==> config.mk <==
export PLATFORM = sky130hd
export DESIGN_NAME = analog_frontend
export DESIGN_NICKNAME = d
export VERILOG_FILES = /design/src/design/afe_pkg.sv /design/src/design/adc_capture.sv /design/src/design/dac_channel.sv /design/src/design/dac_output.sv /design/src/design/analog_frontend.sv
export SDC_FILE = /design/constraint.sdc
export NUM_CORES = 1
export LEC_CHECK = 0
export BUFFER_PORTS_ARGS = -buffer_cell sky130_fd_sc_hd__clkbuf_2
export CAP_MARGIN = 20
export CELL_PAD_IN_SITES_DETAIL_PLACEMENT = 1
export CELL_PAD_IN_SITES_GLOBAL_PLACEMENT = 2
export CORE_UTILIZATION = 32
export DETAILED_ROUTE_END_ITERATION = 16
export PLACE_DENSITY = 0.79
export RECOVER_POWER = 25
export SYNTH_ARGS = -nofsm -noshare
export SYNTH_HDL_FRONTEND = slang
export SYNTH_SLANG_ARGS = --single-unit
==> constraint.sdc <==
create_clock -name adc_clk -period 0.9 [get_ports adc_clk]
set_input_delay 0.09 -clock adc_clk [delete_from_list [all_inputs] [get_ports adc_clk]]
set_output_delay 0.09 -clock adc_clk [all_outputs]
set_load 0.005 [all_outputs]
==> src/design/afe_pkg.sv <==
/*
 * analog front end package
 * sample types, generator input struct and conversion constants
 * shared by the ADC capture and DAC paths
 */

`default_nettype none

package afe_pkg;

  ////////////////////
  // widths
  ////////////////////

  localparam int unsigned ADC_W = 14;  // converter word, ADC and DAC alike
  localparam int unsigned GEN_W = 14;  // generator and feedback samples
  localparam int unsigned ACQ_DROP = 2;  // low bits dropped on capture
  localparam int unsigned ACQ_W = ADC_W - ACQ_DROP;  // 12 bit acquisition

  ////////////////////
  // sample types
  ////////////////////

  typedef logic [ADC_W-1:0] adc_raw_t;  // raw ADC sample
  typedef logic [ACQ_W-1:0] acq_sample_t;  // upper bits of a raw sample
  typedef logic signed [GEN_W-1:0] gen_sample_t;  // asg or pid sample
  typedef logic [ADC_W-1:0] dac_code_t;  // inverted two's complement
  typedef logic signed [GEN_W:0] sum_t;  // one guard bit for asg + pid

  // one channel's generator inputs
  // asg in the upper half, pid in the lower
  typedef struct packed {
    gen_sample_t asg;  // arbitrary signal generator
    gen_sample_t pid;  // feedback controller
  } gen_pair_t;

  ////////////////////
  // clamp limits
  ////////////////////

  // full signed range of a generator sample
  localparam gen_sample_t SUM_MAX = {1'b0, {(GEN_W-1){1'b1}}};  // +8191
  localparam gen_sample_t SUM_MIN = {1'b1, {(GEN_W-1){1'b0}}};  // -8192

endpackage : afe_pkg

`default_nettype wire

==> src/design/adc_capture.sv <==
/*
 * ADC capture stage
 * registers the raw converter words, crosses the channels and selects
 * between ADC and digital loopback before truncating to 12 bits
 */

`timescale 1ns/1ps
`default_nettype none

module adc_capture
  import afe_pkg::*;
#(
  parameter int unsigned NUM_CH = 2  // converter channels
) (
  input  logic                        adc_clk,
  input  logic                        rst_n_i,  // async, active low
  input  adc_raw_t    [NUM_CH-1:0]    adc_dat_i,  // raw ADC words
  input  dac_code_t   [NUM_CH-1:0]    loop_code_i,  // combinational DAC codes
  input  logic                        digital_loop_i,  // 1 selects loopback
  output acq_sample_t [NUM_CH-1:0]    acq_dat_o  // to acquisition
);

  ////////////////////
  // input register
  ////////////////////

  // stands in for the DDR input stage of the board
  adc_raw_t [NUM_CH-1:0] adc_reg;

  always_ff @(posedge adc_clk or negedge rst_n_i) begin
    if (!rst_n_i) begin
      adc_reg <= '0;
    end else begin
      adc_reg <= adc_dat_i;  // one word per clock, no stall
    end
  end

  ////////////////////
  // select register
  ////////////////////

  // acquisition ch k reads ADC ch NUM_CH-1-k
  // loopback takes the DAC code of the same channel
  always_ff @(posedge adc_clk or negedge rst_n_i) begin
    if (!rst_n_i) begin
      acq_dat_o <= '0;
    end else begin
      for (int k = 0; k < NUM_CH; k++) begin
        if (digital_loop_i) begin
          // code is already inverted, keep it as is
          acq_dat_o[k] <= loop_code_i[k][ADC_W-1:ACQ_DROP];
        end else begin
          acq_dat_o[k] <= adc_reg[NUM_CH-1-k][ADC_W-1:ACQ_DROP];  // crossed
        end
      end
    end
  end

endmodule : adc_capture

`default_nettype wire

==> src/design/dac_channel.sv <==
/*
 * DAC channel slice
 * adds generator and feedback samples, clamps to the 14 bit signed
 * range and inverts the result into the DAC code
 */

`timescale 1ns/1ps
`default_nettype none

module dac_channel
  import afe_pkg::*;
(
  input  logic      adc_clk,
  input  logic      rst_n_i,  // async, active low
  input  gen_pair_t gen_i,  // asg and pid of this channel
  output dac_code_t loop_code_o,  // combinational, for loopback
  output dac_code_t code_o  // registered, towards the DAC
);

  sum_t        sum;  // 15 bit, cannot overflow
  gen_sample_t clamped;

  ////////////////////
  // sum and clamp
  ////////////////////

  // both operands signed so the sum sign extends
  assign sum = $signed(gen_i.asg) + $signed(gen_i.pid);

  always_comb begin
    if (sum > SUM_MAX) begin
      clamped = SUM_MAX;  // positive overflow
    end else if (sum < SUM_MIN) begin
      clamped = SUM_MIN;  // negative overflow
    end else begin
      clamped = sum[GEN_W-1:0];  // in range, guard bit dropped
    end
  end

  // DAC coding is the bitwise inverse
  assign loop_code_o = ~clamped;

  ////////////////////
  // code register
  ////////////////////

  always_ff @(posedge adc_clk or negedge rst_n_i) begin
    if (!rst_n_i) begin
      code_o <= '0;
    end else begin
      code_o <= loop_code_o;  // one cycle from gen_i
    end
  end

endmodule : dac_channel

`default_nettype wire

==> src/design/dac_output.sv <==
/*
 * DAC output stage
 * crosses the channel codes onto the DAC pins and drives the DAC reset
 */

`timescale 1ns/1ps
`default_nettype none

module dac_output
  import afe_pkg::*;
#(
  parameter int unsigned NUM_CH = 2  // converter channels
) (
  input  logic                      adc_clk,
  input  logic                      rst_n_i,  // async, active low
  input  dac_code_t [NUM_CH-1:0]    code_i,  // registered channel codes
  output dac_code_t [NUM_CH-1:0]    dac_dat_o,  // to DAC pins
  output logic                      dac_reset_o  // DAC reset, active high
);

  ////////////////////
  // crossed register
  ////////////////////

  // board wiring swaps channels, DAC k shows slice NUM_CH-1-k
  always_ff @(posedge adc_clk or negedge rst_n_i) begin
    if (!rst_n_i) begin
      dac_dat_o <= '0;
    end else begin
      for (int k = 0; k < NUM_CH; k++) begin
        dac_dat_o[k] <= code_i[NUM_CH-1-k];
      end
    end
  end

  ////////////////////
  // DAC reset
  ////////////////////

  // set at once by reset, released on the first edge after it
  always_ff @(posedge adc_clk or negedge rst_n_i) begin
    if (!rst_n_i) begin
      dac_reset_o <= 1'b1;
    end else begin
      dac_reset_o <= 1'b0;
    end
  end

endmodule : dac_output

`default_nettype wire

==> src/design/analog_frontend.sv <==
/*
 * analog front end top level
 * ADC capture with loopback, per channel DAC slices and DAC output stage
 * of a two channel scope and generator board
 */

`timescale 1ns/1ps
`default_nettype none

module analog_frontend
  import afe_pkg::*;
#(
  parameter int unsigned NUM_CH = 2  // converter channels
) (
  input  logic                        adc_clk,
  input  logic                        rst_n_i,  // async, active low
  // ADC side
  input  adc_raw_t    [NUM_CH-1:0]    adc_dat_i,  // raw converter words
  output acq_sample_t [NUM_CH-1:0]    acq_dat_o,  // to acquisition
  // generator side
  input  gen_pair_t   [NUM_CH-1:0]    gen_i,  // asg and pid per channel
  input  logic                        digital_loop_i,  // loopback enable
  // DAC side
  output dac_code_t   [NUM_CH-1:0]    dac_dat_o,  // to DAC pins
  output logic                        dac_reset_o  // DAC reset
);

  dac_code_t [NUM_CH-1:0] loop_code;  // combinational codes for loopback
  dac_code_t [NUM_CH-1:0] code;  // registered codes for the DAC

  ////////////////////
  // DAC slices
  ////////////////////

  // one identical slice per channel
  for (genvar k = 0; k < NUM_CH; k++) begin : g_ch
    dac_channel i_ch (
      .adc_clk     (adc_clk),
      .rst_n_i     (rst_n_i),
      .gen_i       (gen_i[k]),
      .loop_code_o (loop_code[k]),
      .code_o      (code[k])
    );
  end : g_ch

  ////////////////////
  // ADC capture
  ////////////////////

  // reads the slice codes when loopback is on
  adc_capture #(
    .NUM_CH (NUM_CH)
  ) i_adc (
    .adc_clk        (adc_clk),
    .rst_n_i        (rst_n_i),
    .adc_dat_i      (adc_dat_i),
    .loop_code_i    (loop_code),
    .digital_loop_i (digital_loop_i),
    .acq_dat_o      (acq_dat_o)  // 2 cycles from adc_dat_i
  );

  ////////////////////
  // DAC output
  ////////////////////

  dac_output #(
    .NUM_CH (NUM_CH)
  ) i_dac (
    .adc_clk     (adc_clk),
    .rst_n_i     (rst_n_i),
    .code_i      (code),
    .dac_dat_o   (dac_dat_o),  // 2 cycles from gen_i
    .dac_reset_o (dac_reset_o)
  );

endmodule : analog_frontend

`default_nettype wire

==> results.yml <==
synth:
  synth_cell_area_mm2: 0.00457
  synth_sequential_area_ratio: 0.575
  synth.yosys.warnings: 0
  synth_seq_cells: 105
  yosys-top-cells-area: "sky130_fd_sc_hd__dfrtp_1 57%, sky130_fd_sc_hd__ha_1 7.7%, sky130_fd_sc_hd__a21oi_1 3.7%, sky130_fd_sc_hd__nor2_1 3.0%, sky130_fd_sc_hd__o22ai_1 3.0%"
  avgSynthCellArea_um2: 11.3
  synthDominantCellAreaShare: 0.570
  yosysUniqueCellTypes: 54
  syn_inst: 403
  count_of_flip_flops_with_a_built_in_enable_after_synthesis: 0
  postSynth.asyncResetShare: 1.00
  synth_top_flop_cell: "sky130_fd_sc_hd__dfrtp_1"
  synth_area_leader_cell: "sky130_fd_sc_hd__dfrtp_1"
  syn-num-nets: 520
timing:
  setup_repair_after_global_routing_missed_its_margin: "yes"
  worst_slack_ns: -1.03
  maxSlewHeadroom: 0.604
  finalHoldViolations: 0
  setup_viol: 160
  timing_worst_slew_pin_value_ns: 0.593
  fmaxAchievable_mhz: 519
  timing.final.crit_period_ns: 1.93
  worst_clock_skew_ns: 0.00683
  final_min_period_over_clock_period: 2.14
  timing_max_transition_violations_final: 0
  fin_setup_tns_ns: -50.77
status:
  failed_checks: "negative setup slack"
  outcome: "finished, violations left"
grt:
  busiest_layer: "met2"
  grt_start_max_net_pins: 44
  overflow: 0
  gr-usage-all-layers: 0.201
  grt_use_met2: 0.360
  grt_antenna_before_repair: 2
  groute.layer.met1.usage: 0.237
  grt.met3_usage: 0.0559
  grt_first_pass_wirelength_um: 22500
  grt_pass1_vias: 4474
floorplanning:
  floorplan.initialDensity: 0.329
  die-height_um: 121
  die_w_um: 121
  dieArea_mm2: 0.0148
  placeableCoreArea_mm2: 0.0139
  boundaryPins: 140
  core.rowCount: 43
final_layout:
  syn2layout_area_growth_pct: 75.4
  post_route_design_area_mm2: 0.00802
  mostFrequentLayoutCell: "sky130_fd_sc_hd__clkbuf_2"
  most-common-layout-cells: "125 x sky130_fd_sc_hd__clkbuf_2, 104 x sky130_fd_sc_hd__dfrtp_1, 87 x sky130_fd_sc_hd__buf_4, 33 x sky130_fd_sc_hd__inv_1, 25 x sky130_fd_sc_hd__dlygate4sd3_1"
  layout_fillers: 1435
  largest_registers: "g_ch.i_ch.code_o (28), i_dac.dac_dat_o (28)"
  layout.core_utilization: 0.578
  drive_above_1_share: 0.568
  nets: 795
route:
  remaining_drc_errors: 0
  route.final.wire_length_um: 15300
  route.vias.total: 4168
  detail_route.iter0.violations: 143
  drt-vias-per-instance: 4.82
  wl_per_cell_um: 17.7
  ant_nets: 0
  drt_pass1_iterations: 4
clocking:
  cts.htree.levels: 3
  cts_root_buffer_type: "sky130_fd_sc_hd__clkbuf_16"
  worst_setup_hold_path_clk_slew_ns: 0.07
  clkSinkCount: 105
  cts_tree: "done"
  cts_max_path_buffers: 2
  insertion_delay_ns: 0.35
  cts_made_buffers: 9
pwr:
  p_per_area_mw_per_mm2: 1910
  power_leakage_nw: 3.73
  post-layout-total-power_mw: 15.3
  vdd_ir_drop_max_mv: 1.34
place:
  detailed_place_hpwl_um: 10300
  numPortBuffers: 135
  gp_congestion: 0.804
  placed_cell_area_mm2: 0.00651
job:
  maxCapViolCount: 0
worst_setup_path:
  arrival_time_of_data_at_the_critical_path_endpoint_ns: 2.15
  critical_path.slowest_cell: "sky130_fd_sc_hd__a311o_1"
  cp-end-kind: "flip-flop"
  worstPathBufferInverterCount: 3
  critical-path-top-delay-family: "compound AO/OA/AOI/OAI gates"
  cp_slowest_stage_delay_ns: 0.31
  crit_required_ns: 1.13
  critPathMaxFanout: 7
  criticalPathCategory: "in -> reg"
  cp_cell_sequence: "buf_6 > ha_4 > a21o_1 > a31o_1 > a311o_1 > a211oi_2 > a211oi_4 > buf_4 > clkbuf_16 > a221oi_4 > nor2_1"
  critPathLaunchType: "primary input"
worst_hold_path:
  worstHoldPathType: "in -> reg"
## cell families (layout without fill, tap and decap cells)
family,count (synthesis),in the layout,share of synthesized area
compound gates,120,120,0.177
mux,2,2,0.00493
fa+ha+maj,30,30,0.0854
simple gates,82,82,0.0821
buf+inv,48,328,0.0438
flops,105,105,0.575
xor+xnor,15,15,0.0304
other cells,1,2,0.000821
## synth_stat cells, types with 6 or more instances
master                       n
sky130_fd_sc_hd__o22ai_1    22
sky130_fd_sc_hd__nor2_1     37
sky130_fd_sc_hd__xnor2_1     6
sky130_fd_sc_hd__inv_1      36
sky130_fd_sc_hd__ha_1       28
sky130_fd_sc_hd__a211oi_1    7
sky130_fd_sc_hd__o21ai_0    14
sky130_fd_sc_hd__nand2_1    17
sky130_fd_sc_hd__a21oi_1    34
sky130_fd_sc_hd__dfrtp_1   104
sky130_fd_sc_hd__xor2_1      8
sky130_fd_sc_hd__nor3_1      6
## report_power, final
group / internal [mW] / total [mW] / switching (mW) / leakage (nW)
registers: 5.65 / 6.00 / 0.348 / 1.25
clock network: 2.01 / 3.84 / 1.83 / 0.140
logic: 2.77 / 5.48 / 2.70 / 2.34
total: 10.4 / 15.3 / 4.88 / 3.73
## through the flow
stage               setup WS [ns]  instances  hold slack (ns)
CTS                        -0.958        848           0.0483
global placement            -1.42        800         -0.00858
global route                -1.13        864           0.0123
floorplan                   -1.09        403           -0.206
detailed placement          -1.51        800         -0.00463
finish                      -1.03        864           0.0188
## path summary, 6_finish.rpt
path / from / to / slack, ns / cells after the start
setup / recovery: gen_i[7] / g_ch[0].i_ch.code_o[4]$_DFF_PN0_ / -1.03 / 11
hold / removal: gen_i[28] / g_ch[1].i_ch.code_o[0]$_DFF_PN0_ / 0.02 / 3
setup reg to reg: i_adc.adc_reg[27]$_DFF_PN0_ / i_adc.acq_dat_o[11]$_DFF_PN0_ / 0.17 / 1
hold reg to reg: g_ch[0].i_ch.code_o[9]$_DFF_PN0_ / i_dac.dac_dat_o[23]$_DFF_PN0_ / 0.34 / 0
max in group asynchronous: rst_n_i / i_dac.dac_dat_o[7]$_DFF_PN0_ / -0.04 / 3
min in group asynchronous: rst_n_i / i_dac.dac_dat_o[8]$_DFF_PN0_ / 0.28 / 2
## routing by layer
| metal | vias to the layer above | wire [um] |
|---|---|---|
| met4 | 2 | 243 |
| met3 | 23 | 775 |
| li1 | 1955 | - |
| met2 | 107 | 8150 |
| met1 | 2081 | 6120 |
| met5 | - | 13 |
## layout make-up
cell class,count,area [um2],share of cell area
Tap cell,180,225,0.0281
Timing Repair Buffer,275,2080,0.260
Clock inverter,6,60.1,0.00749
Clock buffer,10,239,0.0298
Inverter,37,139,0.0173
Multi-Input combinational cell,250,2640,0.329
Sequential cell,105,2630,0.328
Antenna cell,1,2.50,0.000312
## what timing repair did
item,4_1_cts,5_1_grt
endpoints found under the hold margin,128,0
hold buffers,25,0
pin swaps,14,43
endpoints found under the setup margin,105,105
resized for setup,51,99
buffers inserted,6,13
gates cloned,1,2
(Power assumes the default switching activity.)
